$ cat src/swu_macros.svh
`ifndef SWU_MACROS_SVH
`define SWU_MACROS_SVH

// channel word format
`define SWU_PREC        4
`define SWU_SIMD        2
`define SWU_CHANNELS    8
`define SWU_CH_WORDS    (`SWU_CHANNELS / `SWU_SIMD)

// input feature map and kernel
`define SWU_IFM_W       6
`define SWU_IFM_H       6
`define SWU_K           3
`define SWU_STRIDE      1

// derived geometry
`define SWU_OFM_W       (((`SWU_IFM_W - `SWU_K) / `SWU_STRIDE) + 1)
`define SWU_OFM_H       (((`SWU_IFM_H - `SWU_K) / `SWU_STRIDE) + 1)
`define SWU_BUF_DEPTH   (`SWU_K * `SWU_IFM_W * `SWU_CH_WORDS)
`define SWU_FRAME_WORDS (`SWU_IFM_W * `SWU_IFM_H * `SWU_CH_WORDS)
`define SWU_OUT_WORDS   (`SWU_OFM_W * `SWU_OFM_H * `SWU_K * `SWU_K * `SWU_CH_WORDS)

`endif

$ cat src/swu_geom_pkg.sv
`include "swu_macros.svh"

package swu_geom_pkg;

   // field widths, never below one bit
   localparam int IDX_W  = $clog2(`SWU_FRAME_WORDS + 1);
   localparam int ADDR_W = $clog2(`SWU_BUF_DEPTH);
   localparam int KPOS_W = (`SWU_K > 1) ? $clog2(`SWU_K) : 1;
   localparam int CHW_W  = (`SWU_CH_WORDS > 1) ? $clog2(`SWU_CH_WORDS) : 1;
   localparam int OCOL_W = (`SWU_OFM_W > 1) ? $clog2(`SWU_OFM_W) : 1;
   localparam int OROW_W = (`SWU_OFM_H > 1) ? $clog2(`SWU_OFM_H) : 1;

   // linear word index within one frame
   typedef logic [IDX_W-1:0] elem_idx_t;

   // line buffer address
   typedef logic [ADDR_W-1:0] buf_addr_t;

   // kernel row or column
   typedef logic [KPOS_W-1:0] kpos_t;

   // channel group within a pixel
   typedef logic [CHW_W-1:0] chw_t;

   // output pixel position
   typedef logic [OCOL_W-1:0] ofm_col_t;
   typedef logic [OROW_W-1:0] ofm_row_t;

endpackage

$ cat src/swu_stream_pkg.sv
`include "swu_macros.svh"

package swu_stream_pkg;

   // one stream word, SIMD channels packed
   typedef logic [`SWU_SIMD*`SWU_PREC-1:0] word_t;

   // output stage depth
   localparam int SWU_PIPE_ENTRIES = 2;

endpackage

$ cat src/swu_line_buffer.sv
`timescale 1ns/1ns
`include "swu_macros.svh"

module swu_line_buffer
   import swu_geom_pkg::*, swu_stream_pkg::*;
(
   input  logic      clk,
   input  logic      resetn,
   input  word_t     s_data_i,
   input  logic      s_valid_i,
   output logic      s_ready_o,
   input  logic      rd_en_i,
   input  buf_addr_t rd_addr_i,
   input  elem_idx_t release_base_i,
   input  logic      frame_done_i,
   output word_t     rd_data_o,
   output elem_idx_t wr_count_o
);

   localparam int DEPTH = `SWU_BUF_DEPTH;

   word_t     mem [DEPTH];
   word_t     rd_data_q;
   buf_addr_t wr_ptr_q;
   elem_idx_t wr_count_q;
   logic      wr_en;

   // one bit wider so base plus depth cannot wrap
   logic [IDX_W:0] fill_limit;
   logic [IDX_W:0] wr_count_ext;

   ////////////////////
   // input acceptance
   ////////////////////

   assign fill_limit   = {1'b0, release_base_i} + (IDX_W+1)'(DEPTH);
   assign wr_count_ext = {1'b0, wr_count_q};

   // room left behind the oldest word still needed, and frame not complete
   assign s_ready_o = (wr_count_ext < fill_limit) &&
                      (wr_count_q < elem_idx_t'(`SWU_FRAME_WORDS));

   assign wr_en = s_valid_i && s_ready_o;

   ////////////////////
   // write side
   ////////////////////

   always_ff @(posedge clk) begin
      if (!resetn || frame_done_i) begin
         wr_ptr_q   <= '0;
         wr_count_q <= '0;
      end else if (wr_en) begin
         // circular pointer
         if (wr_ptr_q == buf_addr_t'(DEPTH - 1)) begin
            wr_ptr_q <= '0;
         end else begin
            wr_ptr_q <= wr_ptr_q + 1'b1;
         end
         wr_count_q <= wr_count_q + 1'b1;
      end
   end

   always_ff @(posedge clk) begin
      if (wr_en) begin
         mem[wr_ptr_q] <= s_data_i;
      end
   end

   ////////////////////
   // read side
   ////////////////////

   // registered read, data valid the cycle after rd_en
   always_ff @(posedge clk) begin
      if (rd_en_i) begin
         rd_data_q <= mem[rd_addr_i];
      end
   end

   assign rd_data_o  = rd_data_q;
   assign wr_count_o = wr_count_q;

endmodule

$ cat src/swu_out_pipe.sv
`timescale 1ns/1ns

module swu_out_pipe
   import swu_stream_pkg::*;
(
   input  logic  clk,
   input  logic  resetn,
   input  logic  rd_en_i,
   input  logic  rd_last_i,
   input  word_t rd_data_i,
   output word_t m_data_o,
   output logic  m_valid_o,
   input  logic  m_ready_i,
   output logic  pipe_free_o,
   output logic  frame_done_o
);

   localparam int CNT_W  = $clog2(SWU_PIPE_ENTRIES + 1);
   localparam int SLOT_W = $clog2(SWU_PIPE_ENTRIES);

   word_t              data_q [SWU_PIPE_ENTRIES];
   logic               last_q [SWU_PIPE_ENTRIES];
   logic [CNT_W-1:0]   count_q;
   logic               inflight_q;
   logic               inflight_last_q;

   logic               push;
   logic               pop;
   logic [SLOT_W-1:0]  wr_slot;
   logic [CNT_W:0]     occupancy;

   assign push = inflight_q;
   assign pop  = m_valid_o && m_ready_i;

   // slot after this cycle's pop
   assign wr_slot = SLOT_W'(count_q - CNT_W'(pop));

   // a word leaving this cycle frees its slot
   assign occupancy   = (CNT_W+1)'(count_q) + (CNT_W+1)'(inflight_q) - (CNT_W+1)'(pop);
   assign pipe_free_o = occupancy < (CNT_W+1)'(SWU_PIPE_ENTRIES);

   ////////////////////
   // memory latency
   ////////////////////

   always_ff @(posedge clk) begin
      if (!resetn) begin
         inflight_q <= 1'b0;
      end else begin
         inflight_q <= rd_en_i;
      end
   end

   always_ff @(posedge clk) begin
      if (rd_en_i) begin
         inflight_last_q <= rd_last_i;
      end
   end

   ////////////////////
   // queue
   ////////////////////

   always_ff @(posedge clk) begin
      if (!resetn) begin
         count_q <= '0;
      end else begin
         count_q <= count_q + CNT_W'(push) - CNT_W'(pop);
      end
   end

   // shift toward the head, then land the returning word
   always_ff @(posedge clk) begin
      if (pop) begin
         for (int i = 0; i < SWU_PIPE_ENTRIES - 1; i++) begin
            data_q[i] <= data_q[i+1];
            last_q[i] <= last_q[i+1];
         end
      end
      if (push) begin
         data_q[wr_slot] <= rd_data_i;
         last_q[wr_slot] <= inflight_last_q;
      end
   end

   assign m_valid_o    = (count_q != '0);
   assign m_data_o     = data_q[0];
   assign frame_done_o = pop && last_q[0];

endmodule

$ cat src/swu_top.sv
`timescale 1ns/1ns

module swu_top
   import swu_geom_pkg::*, swu_stream_pkg::*;
(
   input  logic  clk,
   input  logic  resetn,
   input  word_t s_data_i,
   input  logic  s_valid_i,
   output logic  s_ready_o,
   output word_t m_data_o,
   output logic  m_valid_o,
   input  logic  m_ready_i
);

   elem_idx_t wr_count;
   elem_idx_t release_base;
   buf_addr_t rd_addr;
   word_t     rd_data;
   logic      rd_en;
   logic      rd_last;
   logic      pipe_free;
   logic      frame_done;

   swu_line_buffer line_buffer_i (
      .clk            (clk),
      .resetn         (resetn),
      .s_data_i       (s_data_i),
      .s_valid_i      (s_valid_i),
      .s_ready_o      (s_ready_o),
      .rd_en_i        (rd_en),
      .rd_addr_i      (rd_addr),
      .release_base_i (release_base),
      .frame_done_i   (frame_done),
      .rd_data_o      (rd_data),
      .wr_count_o     (wr_count)
   );

   swu_window_seq window_seq_i (
      .clk            (clk),
      .resetn         (resetn),
      .wr_count_i     (wr_count),
      .pipe_free_i    (pipe_free),
      .frame_done_i   (frame_done),
      .rd_en_o        (rd_en),
      .rd_addr_o      (rd_addr),
      .rd_last_o      (rd_last),
      .release_base_o (release_base)
   );

   swu_out_pipe out_pipe_i (
      .clk          (clk),
      .resetn       (resetn),
      .rd_en_i      (rd_en),
      .rd_last_i    (rd_last),
      .rd_data_i    (rd_data),
      .m_data_o     (m_data_o),
      .m_valid_o    (m_valid_o),
      .m_ready_i    (m_ready_i),
      .pipe_free_o  (pipe_free),
      .frame_done_o (frame_done)
   );

endmodule

$ cat src/swu_window_seq.sv
`timescale 1ns/1ns
`include "swu_macros.svh"

module swu_window_seq
   import swu_geom_pkg::*;
(
   input  logic      clk,
   input  logic      resetn,
   input  elem_idx_t wr_count_i,
   input  logic      pipe_free_i,
   input  logic      frame_done_i,
   output logic      rd_en_o,
   output buf_addr_t rd_addr_o,
   output logic      rd_last_o,
   output elem_idx_t release_base_o
);

   localparam int CH        = `SWU_CH_WORDS;
   localparam int S         = `SWU_STRIDE;
   localparam int K         = `SWU_K;
   localparam int ROW_WORDS = `SWU_IFM_W * CH;
   localparam int DEPTH     = `SWU_BUF_DEPTH;
   localparam int REL_STEP  = S * ROW_WORDS;

   // address steps between consecutive reads, taken modulo the depth
   localparam int D_KROW = (ROW_WORDS - K * CH + 1) % DEPTH;
   localparam int D_OCOL = (2 * DEPTH + S * CH + 1
                            - (K - 1) * ROW_WORDS - K * CH) % DEPTH;
   localparam int D_OROW = (2 * DEPTH + S * ROW_WORDS + 1 - (K - 1) * ROW_WORDS
                            - ((`SWU_OFM_W - 1) * S + K) * CH) % DEPTH;

   chw_t      chw_q;
   kpos_t     kc_q;
   kpos_t     kr_q;
   ofm_col_t  oc_q;
   ofm_row_t  or_q;
   buf_addr_t addr_q;
   elem_idx_t rel_q;
   logic      done_q;

   elem_idx_t need_idx;
   buf_addr_t addr_inc;
   logic      row_end;
   logic      win_end;
   logic      orow_end;
   logic      frame_end;

   function automatic buf_addr_t wrap_add(input buf_addr_t addr, input buf_addr_t inc);
      logic [ADDR_W:0] sum;
      sum = {1'b0, addr} + {1'b0, inc};
      if (sum >= (ADDR_W+1)'(DEPTH)) begin
         sum = sum - (ADDR_W+1)'(DEPTH);
      end
      return buf_addr_t'(sum);
   endfunction

   ////////////////////
   // window position
   ////////////////////

   assign row_end   = (chw_q == chw_t'(CH - 1)) && (kc_q == kpos_t'(K - 1));
   assign win_end   = row_end && (kr_q == kpos_t'(K - 1));
   assign orow_end  = win_end && (oc_q == ofm_col_t'(`SWU_OFM_W - 1));
   assign frame_end = orow_end && (or_q == ofm_row_t'(`SWU_OFM_H - 1));

   // input word the current window element comes from
   assign need_idx = elem_idx_t'(((int'(or_q) * S + int'(kr_q)) * `SWU_IFM_W
                                  + int'(oc_q) * S + int'(kc_q)) * CH + int'(chw_q));

   // only read words already in the buffer
   assign rd_en_o = !done_q && pipe_free_i && (need_idx < wr_count_i);

   always_comb begin
      if (!row_end) begin
         addr_inc = buf_addr_t'(1);
      end else if (!win_end) begin
         addr_inc = buf_addr_t'(D_KROW);
      end else if (!orow_end) begin
         addr_inc = buf_addr_t'(D_OCOL);
      end else begin
         addr_inc = buf_addr_t'(D_OROW);
      end
   end

   ////////////////////
   // counters
   ////////////////////

   always_ff @(posedge clk) begin
      if (!resetn || frame_done_i) begin
         chw_q <= '0;
         kc_q  <= '0;
         kr_q  <= '0;
         oc_q  <= '0;
         or_q  <= '0;
      end else if (rd_en_o) begin
         chw_q <= (chw_q == chw_t'(CH - 1)) ? '0 : chw_q + 1'b1;
         if (chw_q == chw_t'(CH - 1)) begin
            kc_q <= (kc_q == kpos_t'(K - 1)) ? '0 : kc_q + 1'b1;
         end
         if (row_end) begin
            kr_q <= (kr_q == kpos_t'(K - 1)) ? '0 : kr_q + 1'b1;
         end
         if (win_end) begin
            oc_q <= (oc_q == ofm_col_t'(`SWU_OFM_W - 1)) ? '0 : oc_q + 1'b1;
         end
         if (orow_end) begin
            or_q <= frame_end ? '0 : or_q + 1'b1;
         end
      end
   end

   // address, release base and end of frame
   always_ff @(posedge clk) begin
      if (!resetn || frame_done_i) begin
         addr_q <= '0;
         rel_q  <= '0;
         done_q <= 1'b0;
      end else if (rd_en_o) begin
         addr_q <= frame_end ? '0 : wrap_add(addr_q, addr_inc);
         // next output row starts stride rows further down
         if (orow_end && !frame_end) begin
            rel_q <= rel_q + elem_idx_t'(REL_STEP);
         end
         if (frame_end) begin
            done_q <= 1'b1;
         end
      end
   end

   assign rd_addr_o      = addr_q;
   assign rd_last_o      = frame_end;
   assign release_base_o = rel_q;

endmodule

$ cat config.mk
export PLATFORM = sky130hd
export DESIGN_NAME = swu_top
export DESIGN_NICKNAME = d
export VERILOG_FILES = /design/src/swu_geom_pkg.sv /design/src/swu_stream_pkg.sv /design/src/swu_line_buffer.sv /design/src/swu_out_pipe.sv /design/src/swu_top.sv /design/src/swu_window_seq.sv
export VERILOG_INCLUDE_DIRS = /design/src
export SDC_FILE = /design/constraint.sdc
export NUM_CORES = 1
export LEC_CHECK = 0
export BUFFER_PORTS_ARGS = -buffer_cell sky130_fd_sc_hd__clkbuf_2
export CORE_MARGIN = 5
export CORE_UTILIZATION = 43
export DETAILED_ROUTE_END_ITERATION = 8
export PLACE_DENSITY = 0.57
export SYNTH_ARGS = -nofsm -noshare
export SYNTH_HDL_FRONTEND = slang
export SYNTH_SLANG_ARGS = --single-unit
$ cat constraint.sdc
create_clock -name clk -period 7.05 [get_ports clk]
set_input_delay 0 -clock clk [delete_from_list [all_inputs] [get_ports clk]]
set_output_delay 0 -clock clk [all_outputs]
set_load 0.02 [all_outputs]
==> metrics.md, run 1 <==
| Metric | Value |
|---|---|
| Unrepaired setup endpoints after global routing | no |
| Reg2Reg Depth | 16 |
| Clock Path Buffers | 3 |
| Die Wd | approximately 260 µm |
| Post-Syn Area | 26,100 µm² |
| Worst reg-to-reg setup slack | 2.69 ns |
| TNS Setup | 0 ns |
| Clk root buf | clkbuf_16 |
| Final Non-Filler Cells | 2,267 |
| Sequential power share | 50.6% |
| H-tree levels | 3 |
| Critical Path Source | window_seq_i.kr_q[0]$_SDFFE_PP0P_ |
| Mapped Nets | 1,436 |
| Reg clk slew, reported paths | 0.06 ns |
| CTS tree | yes |
| Rel. slew slack | 29.8% |
| Worst slack, placed | 2.69 ns |
| Int Pwr | 6.63 mW |
| Vias in the first global route | 13,300 |
| Routed wire length | 57.0 mm |
| Postcts setup bufs | 0 |
| Min Tclk post-route | 4.36 ns |
| Post-CTS Resized | 0 |
| Die height | 256 µm |
| Psw | 2.00 mW |
| Port bufs | 21 |
| DP HPWL | 33.7 mm |
| Final setup margin | 2.69 ns |
| Share of cells above drive strength 1 | 21.8% |
| Die area | 65,800 µm² |
| Post-synth top flop | edfxtp_1 |
| Grt ovf | 0 |
| Crit path required time | 7.53 ns |
| Unique masters post-synth | 61 |
| Final Max Tran Viols | 0 |
| WL/cell | 25.2 µm |
| Rows | 90 |
| Placer Congestion | 0.790 |
| Final nets | 1,488 |
| Ys async rst share | 0% |
| TritonCTS Buffers | 67 |
| Mean Syn Cell Area | 18.8 µm² |
| Yosys warns | 0 |
| CP Max Fanout | 18 |
| Sw frac | a little under a quarter |
| Slew @ Worst Pin | around 1.1 ns |
| Critical Path AT | 4.84 ns |
| Post-DR vias/cell | 5.64 |
| Area growth from synthesis to layout | 11.5% |
| Post-DRT Antenna Nets | 0 |
| Seq cells post-synth | 644 |
| Worst VDD drop | 154 µV |
| MaxCap Viol Count | 0 |
| First-pass GRT wire length | 86.1 mm |
| Residual DRC | 0 |
| Critical R2R Launch | window_seq_i.kr_q[0]$_SDFFE_PP0P_ |
| Setup CP Type | register to register |
| Fmax | 229 MHz |
| Most frequent cell after synthesis | edfxtp_1 |
| Detailed Route Iter0 Violations | 1,175 |
| Gr usage total | ~17% |
| Hold Path Class | primary input to register |
| Largest net degree at the start of global routing | 73 |
| Starting density of the core | 43.3% |
| Register area share after synthesis | 72.5% |
| Hold Violations, Final | 0 |
| Diodes inserted | 0 |
| # IOs | 22 |
| Hold Buf Count CTS | 2 |
| Cell count after synthesis | 1,386 |
| Startpoint Class | register |
| Drt pass-1 iters | 6 |
| R2r endpoint | window_seq_i.rd_addr_o[3]$_SDFFE_PP0P_ |
| Synth top area share | 69.3% |
| Critical path endpoint category | register |
| P_leak | between 8 and 9 nW |
| Power Density | 296 nW/µm² |
| Clock Skew | around 0.016 ns |
| Placed cell area | approximately 27,000 µm² |
| Status | completed |
| Clk_lat worst skew | 0.59 ns |
| Placed Cells | 2,149 |
| Final core utilization | about 48% |
| Most frequent cells after synthesis | edfxtp_1 (603), mux4_2 (152), nor2_1 (112) |
| Final setup viols | 0 |
| Clk network pwr share | 38.8% |
| Comb power frac | 10.6% |
| Final instance area | 29,100 µm² |
| Clk sinks | 644 |
| Top cells by area, synth | edfxtp_1 (69%), mux4_2 (13%), dfxtp_1 (3.1%) |
| Tcrit/Tclk final | 61.8% |
| Post-synth EDFFs | 603 |
| Crit path capture | window_seq_i.rd_addr_o[3]$_SDFFE_PP0P_ |
| Synth area leader | edfxtp_1 |
| Core ar. | 60,200 µm² |
| Initial antenna violation count | 0 |
| Routed via count | 12,800 |
## per-layer routing
metal	part of all wire, %	global-route usage, %
met3	5.5	3.47
met5	0	0
met1	44	24.7
met2	48	27.4
met4	2.7	5.56
## worst min-delay path by stage
stage,endpoint,start,slack [ns],cells after the start
finish,line_buffer_i.mem[54][2]$_DFFE_PP_,s_data_i[2],0.09,2
global route,line_buffer_i.mem[54][2]$_DFFE_PP_,s_data_i[2],0.11,2
CTS,line_buffer_i.mem[54][2]$_DFFE_PP_,s_data_i[2],0.08,2
detailed placement,out_pipe_i.count_q[0]$_SDFF_PN0_,resetn,0.29,2
global placement,out_pipe_i.count_q[0]$_SDFF_PN0_,resetn,0.29,2
floorplan,line_buffer_i.mem[0][0]$_DFFE_PP_,s_data_i[0],0.1,0
## critical path, stage by stage (launching register included)
cell and delay [ns]:
dfxtp_1 0.39, ha_1 0.17, inv_1 0.05, fa_1 0.50, inv_1 0.06, ha_1 0.31, inv_1 0.06, fa_1 0.44
nand2b_1 0.17, xnor2_1 0.13, ha_1 0.31, and3_1 0.22, a21oi_2 0.25, nand2_1 0.39, inv_2 0.43, nor2_1 0.14
a22o_1 0.24
## sequential cells by signal, summed over array words and instances, names as in the netlist, 2 cells and up
register / flops
line_buffer_i.mem: 576
out_pipe_i.data_q: 16
line_buffer_i.rd_data_o: 8
line_buffer_i.wr_count_o: 8
line_buffer_i.wr_ptr_q: 7
window_seq_i.rd_addr_o: 7
window_seq_i.release_base_o: 5
out_pipe_i.count_q: 2
out_pipe_i.last_q: 2
window_seq_i.chw_q: 2
window_seq_i.kc_q: 2
window_seq_i.kr_q: 2
window_seq_i.oc_q: 2
window_seq_i.or_q: 2
## cell families after synthesis
logic type | share of synthesized area, %
muxes | 15.5
AOI/OAI and AO/OA | 2.64
adders and majority gates | 1.94
buffers and inverters | 1.71
and+or+nand+nor | 5.08
DFF | 72.5
xor gates and xnor gates | 0.671
## area by class of cell
class | instances | area, µm²
repair buffers | 42 | 280
well taps | 782 | 978
fillers | 4931 | 31100
flip-flops and latches | 644 | 18900
inverters | 34 | 128
clock inverters | 26 | 204
multi-input cells | 649 | 6740
clock buffers | 90 | 1850
## power by group through the flow
stage	clock [mW]	combinational, mW	sequential (mW)
after floorplan	0	0.669	4.41
after global placement	0	0.920	4.45
after detailed placement	0	0.929	4.45
after CTS	3.43	0.932	4.37
after global routing	3.60	0.990	4.38
final	3.35	0.911	4.36
## cell usage in the layout (no fill, tap or decap), drive strengths merged, types with 12 or more instances in the layout
| cell type | synthesis | final |
|---|---|---|
| o211ai | 16 | 16 |
| inv | 33 | 35 |
| nor2 | 112 | 112 |
| clkbuf | 20 | 111 |
| mux4 | 152 | 152 |
| o21ai | 16 | 16 |
| buf | 39 | 19 |
| mux2i | 37 | 37 |
| a21oi | 31 | 31 |
| nand3 | 36 | 36 |
| clkinv | 1 | 20 |
| mux2 | 22 | 22 |
| nand4 | 18 | 18 |
| a22oi | 12 | 12 |
| nand2 | 56 | 56 |
| ha | 34 | 34 |
| nor2b | 14 | 14 |
| edfxtp | 603 | 603 |
| dfxtp | 41 | 41 |
## metrics by stage
stage / hold slack, ns / power [mW]
finish: 0.0853 / 8.62
global placement: 0.294 / 5.37
global route: 0.107 / 8.97
CTS: 0.0826 / 8.73
detailed placement: 0.290 / 5.38
floorplan: 0.0989 / 5.08
No activity file was read; power rests on OpenSTA's default activity.
==> run 2, diff against run 1 <==
--- a/config.mk
+++ b/config.mk
@@ -10,7 +10,7 @@
 export CORE_MARGIN = 5
 export CORE_UTILIZATION = 43
 export DETAILED_ROUTE_END_ITERATION = 8
-export PLACE_DENSITY = 0.57
+export PLACE_DENSITY = 0.59
 export SYNTH_ARGS = -nofsm -noshare
 export SYNTH_HDL_FRONTEND = slang
 export SYNTH_SLANG_ARGS = --single-unit
==> constraint.sdc (replaced) <==
create_clock -name clk -period 3.6 [get_ports clk]
set_input_delay 0 -clock clk [delete_from_list [all_inputs] [get_ports clk]]
set_output_delay 0 -clock clk [all_outputs]
set_load 0.02 [all_outputs]
==> run 2 against run 1 <==
The flow now finishes with violations (negative setup slack). Total power up 100%. Clock power up 97%. Cell area up 4.7%. Via count up 4.1%. Cell count up 5.5%. Sequential share of layout area down 2.9 points. Core utilization up 2.3 points. Die area unchanged. Critical path type unchanged. Critical endpoint is now window_seq_i.release_base_o[4]$_SDFFE_PP0P_.
==> metrics.md, run 2 (synthesis results as in run 1) <==
| Metric | Value |
|---|---|
| Status | complete, but fails checks (was completed) |
| Failing checks | negative setup slack |
| H-tree levels | 3 (unchanged) |
| Startpoint Class | register (unchanged) |
| P_leak | 9.62 nW (was 8.92 nW) |
| Min Tclk post-route | 3.64 ns (was 4.36 ns) |
| Final nets | 1,610 (was 1,488) |
| Rows | 90 (unchanged) |
| Die Wd | 256 µm (unchanged) |
| Rel. slew slack | 20.0% (was 29.8%) |
| Critical path's slowest cell | fa_1 (unchanged) |
| DP HPWL | 37.4 mm (was 33.7 mm) |
| TritonCTS Buffers | 68 (was 67) |
| Final Max Tran Viols | 0 (unchanged) |
| Vias in the first global route | 13,700 (was 13,300) |
| Critical Path AT | 4.13 ns (was 4.84 ns) |
| Final setup margin | -0.0404 ns (was 2.69 ns) |
| Most frequent CP cell | ha_4 |
| Detailed Route Iter0 Violations | 1,162 (was 1,175) |
| MaxCap Viol Count | 0 (unchanged) |
| Post-DR vias/cell | 5.57 (was 5.64) |
| Reg clk slew, reported paths | 0.06 ns (about the same) |
| Worst VDD drop | 313 µV (was 154 µV) |
| CP max stage delay | 0.56 ns (was 0.50 ns) |
| Crit path cell chain | ha_4 > inv_2 > fa_1 > inv_2 > ha_4 > inv_1 > fa_2 > nand2b_4 > xnor2_4 > ha_4 > and3_4 > nand4_1 > buf_4 > buf_6 > nand4b_1 > buf_4 > nor2_1 > a211oi_1 (was ha_1 > inv_1 > fa_1 > inv_1 > ha_1 > inv_1 > fa_1 > nand2b_1 > xnor2_1 > ha_1 > and3_1 > a21oi_2 > nand2_1 > inv_2 > nor2_1 > a22o_1) |
| Clock Path Buffers | 3 (unchanged) |
| Diodes inserted | 0 (unchanged) |
| Clk root buf | clkbuf_16 (unchanged) |
| Fmax | 275 MHz (was 229 MHz) |
| CP Max Fanout | 3 (was 18) |
| Final setup viols | 5 (was 0) |
| Initial antenna violation count | 0 (unchanged) |
| Clk_lat worst skew | 0.60 ns (was 0.59 ns) |
| Largest registers | line_buffer_i.mem x576, out_pipe_i.data_q x16 (unchanged) |
| Power Density | 572 nW/µm² (was 296 nW/µm²) |
| Port bufs | 21 (unchanged) |
| Starting density of the core | 43.3% (unchanged) |
| Register name with the most flops | line_buffer_i.mem (unchanged) |
| Post-DRT Antenna Nets | 0 (unchanged) |
| Hold WS | 0.0453 ns (was 0.0853 ns) |
| Area growth from synthesis to layout | 16.7% (was 11.5%) |
| Core ar. | 60,200 µm² (unchanged) |
| Routed via count | 13,300 (was 12,800) |
| Critical path endpoint category | register (unchanged) |
| Share of cells above drive strength 1 | 30.6% (was 21.8%) |
| First-pass GRT wire length | 88.4 mm (was 86.1 mm) |
| Routed wire length | 58.7 mm (was 57.0 mm) |
| Crit path required time | 4.09 ns (was 7.53 ns) |
| Clk sinks | 644 (unchanged) |
| Unrepaired setup endpoints after global routing | yes (was no) |
| Residual DRC | 0 (unchanged) |
| Drt pass-1 iters | 5 (was 6) |
| Die area | 65,800 µm² (unchanged) |
| Placer Congestion | 0.846 (was 0.790) |
| Hold Path Class | primary input to register (unchanged) |
| WL/cell | 24.6 µm (was 25.2 µm) |
| Commonest non-fill, non-tap cells in the layout | edfxtp_1 (603), mux4_2 (152), buf_4 (123) (was edfxtp_1 (603), mux4_2 (152), nor2_1 (112)) |
| Setup CP Type | register to register (unchanged) |
| Largest register FFs | 576 (unchanged) |
| Die height | 256 µm (unchanged) |
| Hold Violations, Final | 0 (unchanged) |
| Gr usage total | 17.8% (was 17.4%) |
| Slew @ Worst Pin | 1.20 ns (was 1.05 ns) |
| Tcrit/Tclk final | 101% (was 61.8%) |
| # IOs | 22 (unchanged) |
| Most common cell after layout, fill and taps aside | edfxtp_1 (unchanged) |
| Clock Skew | 0.0303 ns (was 0.0161 ns) |
| CTS tree | yes (unchanged) |
| Pwr Total | 17.4 mW (was 8.62 mW) |
| Largest net degree at the start of global routing | 57 (was 73) |
| Grt ovf | 0 (unchanged) |
==> run 2: area by class of cell <==
type	count	area, µm²
fill	4850	29800
sequential	644	18900
multi-input combinational	649	7020
clock buffer	83	1780
timing repair buffer	163	1330
tap	782	978
clock inverter	36	287
inverter	34	135
==> run 2: worst max-delay path, delay by kind of cell (launching register included) <==
kind / cells / cell delay (ns)
adders and majority gates: 5 / 1.57
buffers and inverters: 6 / 0.61
xor gates and xnor gates: 1 / 0.13
AOI/OAI and AO/OA: 1 / 0.16
DFF: 1 / 0.35
and+or+nand+nor: 5 / 0.71
==> run 2: per-stage QoR <==
stage / cell area, µm² / setup WS [ns] / util, % / TNS [ns] / instances
2_1_floorplan: 26200 / 0.0489 / - / 0 / 1386
3_3_place_gp: 28000 / -0.0647 / 46.5 / -0.156 / 2261
3_5_place_dp: 28000 / -0.120 / 46.5 / -1.10 / 2261
4_1_cts: 30200 / -0.0784 / 50.1 / -0.233 / 2386
5_1_grt: 30500 / -0.198 / 50.6 / -2.80 / 2391
6_report: 30500 / -0.0404 / 50.6 / -0.134 / 2391
==> run 2: final timing paths <==
| path | startpoint | slack (ns) | cells after the start | to |
|---|---|---|---|---|
| worst min register to register | line_buffer_i.rd_data_o[4]$_DFFE_PP_ | 0.45 | 0 | out_pipe_i.data_q[1][4]$_DFFE_PP_ |
| worst max-delay path | window_seq_i.or_q[0]$_SDFFE_PP0P_ | -0.04 | 18 | window_seq_i.release_base_o[4]$_SDFFE_PP0P_ |
| worst min-delay path | s_data_i[1] | 0.05 | 1 | line_buffer_i.mem[58][1]$_DFFE_PP_ |
| worst max register to register | window_seq_i.or_q[0]$_SDFFE_PP0P_ | -0.04 | 18 | window_seq_i.release_base_o[4]$_SDFFE_PP0P_ |
==> run 2: power breakdown <==
group / switching (mW) / leakage, nW / internal, mW
clock network: 2.78 / 1.00 / 3.80
logic: 1.25 / 2.86 / 1.11
registers: 0.0939 / 5.76 / 8.39
==> run 2: layer usage <==
metal,global-route usage (%),routed length [µm],share of wire (%)
met1,25.7,26000,44
met2,28.4,28100,48
met3,3.26,3150,5.4
met4,4.73,1530,2.6
met5,0,0,0
==> run 2: repair_timing <==
action                                  in CTS  in global routing
endpoints found under the setup margin      27                 32
pin swaps                                    4                 22
gates resized for setup                     14                 46
cloned                                       0                  1
hold buffers                                 3                  0
buffers inserted                             3                  4
hold endpoints to repair                    28                  0
==> run 3, diff against run 2 <==
--- a/config.mk
+++ b/config.mk
@@ -6,11 +6,14 @@
 export SDC_FILE = /design/constraint.sdc
 export NUM_CORES = 1
 export LEC_CHECK = 0
+export ABC_AREA = 1
 export BUFFER_PORTS_ARGS = -buffer_cell sky130_fd_sc_hd__clkbuf_2
+export CELL_PAD_IN_SITES_DETAIL_PLACEMENT = 1
+export CELL_PAD_IN_SITES_GLOBAL_PLACEMENT = 1
 export CORE_MARGIN = 5
 export CORE_UTILIZATION = 43
 export DETAILED_ROUTE_END_ITERATION = 8
-export PLACE_DENSITY = 0.59
+export PLACE_DENSITY = 0.76
 export SYNTH_ARGS = -nofsm -noshare
 export SYNTH_HDL_FRONTEND = slang
 export SYNTH_SLANG_ARGS = --single-unit
==> run 3 against run 2 <==
First-iteration DRC count up 34%. Clock power up 6.8%. Global-route usage up 4.5 points. Non-clock buffer count down 12. Critical path depth up 3. The flow now finishes without violations. Core utilization down 0.87 points. Critical path type unchanged. Cell area up 2.7%. Sequential cell count unchanged.
==> metrics.md, run 3 <==
| Metric | Value |
|---|---|
| Post-synth top flop | edfxtp_1 (unchanged) |
| Critical path's slowest cell | fa_1 (unchanged) |
| Pwr Total | 19.4 mW (was 17.4 mW) |
| Hold Violations, Final | 0 (unchanged) |
| Simple-gate area share of the yosys netlist | 21.9% (was 5.08%) |
| Clk network pwr share | 36.3% (was 37.8%) |
| Mapped Nets | 2,499 (was 1,436) |
| Worst slack, placed | -0.234 ns (was -0.120 ns) |
| Grt ovf | 0 (unchanged) |
| CP max stage delay | 0.51 ns (was 0.56 ns) |
| Main combinational cell family by area after synthesis | simple AND/OR/NAND/NOR gates (was multiplexers) |
| Sequential power share | 44.1% (was 48.7%) |
| Detailed Route Iter0 Violations | 1,553 (was 1,162) |
| Psw | 5.74 mW (was 4.12 mW) |
| Die height | 262 µm (was 256 µm) |
| Tcrit/Tclk final | 97.4% (was 101%) |
| Share of cells above drive strength 1 | 11.3% (was 30.6%) |
| Synth area leader | edfxtp_1 (unchanged) |
| Post-synthesis xor/xnor area fraction | 0.642% (was 0.671%) |
| Drt pass-1 iters | 5 (unchanged) |
| Final setup margin | 0.0952 ns (was -0.0404 ns) |
| Worst VDD drop | 448 µV (was 313 µV) |
| Hold Path Class | primary input to register (unchanged) |
| TritonCTS Buffers | 69 (was 68) |
| Largest net degree at the start of global routing | 149 (was 57) |
| Synth top area share | 66.3% (was 69.3%) |
| Area of the multi-input gates | 7550 µm² (was 7020 µm²) |
| Die area | 68,600 µm² (was 65,800 µm²) |
| Initial antenna violation count | 0 (unchanged) |
| Die Wd | 262 µm (was 256 µm) |
| Register name with the most flops | line_buffer_i.mem (unchanged) |
| Post-DRT Antenna Nets | 0 (unchanged) |
| Yosys warns | 0 (unchanged) |
| Clock Skew | 0.0270 ns (was 0.0303 ns) |
| Most frequent CP cell | nand2_1 (was ha_4) |
| Diodes inserted | 0 (unchanged) |
| Clk root buf | clkbuf_16 (unchanged) |
| Area growth from synthesis to layout | 14.6% (was 16.7%) |
| Post-synth EDFFs | 603 (unchanged) |
| Top cells by area, synth | edfxtp_1 (66%), nand2_1 (10%), nand3_1 (8.4%) (was edfxtp_1 (69%), mux4_2 (13%), dfxtp_1 (3.1%)) |
| Residual DRC | 0 (unchanged) |
| Commonest non-fill, non-tap cells in the layout | nand2_1 (754), edfxtp_1 (603), nand3_1 (460) (was edfxtp_1 (603), mux4_2 (152), buf_4 (123)) |
| MaxCap Viol Count | 0 (unchanged) |
| Register area share after synthesis | 69.3% (was 72.5%) |
| Ys async rst share | 0% (unchanged) |
| Flip-flop and latch area | 18,900 µm² (about the same) |
| Post-DR vias/cell | 5.56 (was 5.57) |
| Final Max Tran Viols | 0 (unchanged) |
| First-pass GRT wire length | 118 mm (was 88.4 mm) |
| Most frequent cells after synthesis | nand2_1 (756), edfxtp_1 (603), nand3_1 (461) (was edfxtp_1 (603), mux4_2 (152), nor2_1 (112)) |
| Slew @ Worst Pin | 1.30 ns (was 1.20 ns) |
| Starting density of the core | 43.4% (was 43.3%) |
| Fill cells | 6,683 (was 4,850) |
| Unique masters post-synth | 38 (was 61) |
| Hold WS | 0.0902 ns (was 0.0453 ns) |
| Multiplexer share of the synthesized area | 0.371% (was 15.5%) |
| Rel. slew slack | 13.2% (was 20.0%) |
| WL/cell | 22.5 µm (was 24.6 µm) |
| Mean Syn Cell Area | 11.1 µm² (was 18.8 µm²) |
| Post-Synth Adder-Cell Area | 1.85% (was 1.94%) |
| Most common cell after layout, fill and taps aside | nand2_1 (was edfxtp_1) |
| Seq cells post-synth | 644 (unchanged) |
| Rows | 92 (was 90) |
| Reg clk slew, reported paths | 0.06 ns (about the same) |
| Post-Syn Area | 27,300 µm² (was 26,100 µm²) |
| Routed wire length | 77.4 mm (was 58.7 mm) |
| Min Tclk post-route | 3.50 ns (was 3.64 ns) |
| Fmax | 285 MHz (was 275 MHz) |
| Final nets | 2,590 (was 1,610) |
| Comb power frac | 19.5% (was 13.5%) |
| Startpoint Class | register (unchanged) |
| DP HPWL | 46.4 mm (was 37.4 mm) |
| Sw frac | 29.6% (was 23.7%) |
| Most frequent cell after synthesis | nand2_1 (was edfxtp_1) |
| Compound-gate portion of the synthesized area | 2.45% (was 2.64%) |
| # IOs | 22 (unchanged) |
| Critical Path AT | 3.99 ns (was 4.13 ns) |
| Vias in the first global route | 20,200 (was 13,700) |
| Clk_lat worst skew | 0.61 ns (was 0.60 ns) |
| Int Pwr | 13.6 mW (was 13.3 mW) |
| P_leak | 11.4 nW (was 9.62 nW) |
| Cell count after synthesis | 2,449 (was 1,386) |
| Routed via count | 19,100 (was 13,300) |
| Final setup viols | 0 (was 5) |
| H-tree levels | 3 (unchanged) |
| CP Max Fanout | 8 (was 3) |
| Power Density | 620 nW/µm² (was 572 nW/µm²) |
| Placer Congestion | 0.845 (was 0.846) |
| Clk sinks | 644 (unchanged) |
| CTS tree | yes (unchanged) |
| Status | completed (was complete, but fails checks) |
| Setup CP Type | register to register (unchanged) |
| Port bufs | 21 (unchanged) |
| Crit path cell chain | ha_4 > inv_1 > fa_1 > inv_1 > ha_4 > buf_4 > ha_1 > nand3_1 > nand2_1 > xnor2_1 > ha_1 > nand2_2 > nor2_2 > nand2_2 > buf_4 > nand4_1 > buf_6 > nor2_4 > nand2_1 > nand2_1 > nor2_1 (was ha_4 > inv_2 > fa_1 > inv_2 > ha_4 > inv_1 > fa_2 > nand2b_4 > xnor2_4 > ha_4 > and3_4 > nand4_1 > buf_4 > buf_6 > nand4b_1 > buf_4 > nor2_1 > a211oi_1) |
| Largest register FFs | 576 (unchanged) |
| Largest registers | line_buffer_i.mem x576, out_pipe_i.data_q x16 (unchanged) |
| Critical path endpoint category | register (unchanged) |
| Clock Path Buffers | 3 (unchanged) |
| Crit path required time | 4.08 ns (was 4.09 ns) |
| Core ar. | 63,000 µm² (was 60,200 µm²) |
| Gr usage total | 22.3% (was 17.8%) |
==> run 3: changes by cell type in the layout (fill, tap and decap cells not counted), sizes merged, moves of 16 or more <==
cell / previous run / this run
nand2: 56 / 762
mux4: 152 / 0
nor2: 112 / 158
inv: 36 / 82
mux2i: 37 / 0
o211ai: 16 / 0
nand3: 36 / 467
o21ai: 16 / 67
==> run 3: through the flow <==
stage / instance area, µm² / utilization [%] / TNS (ns) / cells
2_1_floorplan: 27300 / - / 0 / 2449
3_3_place_gp: 28900 / 45.9 / -1.30 / 3311
3_5_place_dp: 28900 / 45.9 / -4.24 / 3311
4_1_cts: 31200 / 49.6 / 0 / 3438
5_1_grt: 31300 / 49.7 / -0.0450 / 3439
6_report: 31300 / 49.7 / 0 / 3439
==> run 3: routing by layer <==
metal | vias up | part of all wire, % | track usage, % | routed length [µm]
met1 | 9715 | 42 | 29.2 | 32200
met3 | 151 | 6.0 | 4.31 | 4610
li1 | 8684 | - | - | -
met2 | 587 | 50 | 38.0 | 38300
met5 | - | 0 | 0 | 0
met4 | 0 | 3.0 | 6.68 | 2290
==> run 3: critical path, delay by kind of cell, from the launching register on <==
family / cells / cell delay [ns]
DFF: 1 / 0.36
adders and majority gates: 5 / 1.49
and+or+nand+nor: 10 / 0.79
xor gates and xnor gates: 1 / 0.13
buffers and inverters: 5 / 0.60
==> run 3: cell families (layout without fill, tap and decap cells) <==
kind of cell / after synthesis / count (layout)
and+or+nand+nor: 1399 / 1399
DFF: 644 / 644
buffers and inverters: 212 / 356
AOI/OAI and AO/OA: 127 / 127
adders and majority gates: 38 / 38
xor gates and xnor gates: 20 / 20
muxes: 9 / 9
==> run 3: final timing paths <==
path / end / startpoint / cells after the start / slack, ns
setup / recovery: window_seq_i.release_base_o[5]$_SDFFE_PP0P_ / window_seq_i.or_q[0]$_SDFFE_PP0P_ / 21 / 0.1
hold / removal: window_seq_i.kr_q[0]$_SDFFE_PP0P_ / m_ready_i / 5 / 0.09
setup reg to reg: window_seq_i.release_base_o[5]$_SDFFE_PP0P_ / window_seq_i.or_q[0]$_SDFFE_PP0P_ / 21 / 0.1
hold reg to reg: out_pipe_i.data_q[1][2]$_DFFE_PP_ / line_buffer_i.rd_data_o[2]$_DFFE_PP_ / 0 / 0.46
==> run 3: area by class of cell <==
type / instances / share of cell area, %
Clock buffer: 97 / 6.22
Tap cell: 846 / 3.38
Clock inverter: 27 / 0.887
Inverter: 81 / 1.02
Multi-Input combinational cell: 1593 / 24.1
Timing Repair Buffer: 151 / 3.86
Sequential cell: 644 / 60.5
==> run 3: power groups by stage <==
stage	clock network (mW)	registers (mW)	logic, mW
after detailed placement	0	8.72	3.71
after floorplan	0	8.72	2.33
after global routing	7.50	8.58	4.16
after CTS	7.15	8.56	3.78
after global placement	0	8.70	3.54
final	7.04	8.56	3.79
==> run 3: repair_timing <==
| item | 4_1_cts | 5_1_grt |
|---|---|---|
| hold endpoints to repair | 33 | 0 |
| endpoints found under the setup margin | 29 | 32 |
| resized for setup | 8 | 19 |
| setup buffers | 0 | 1 |
| hold buffers | 3 | 0 |
| pin swaps | 3 | 5 |
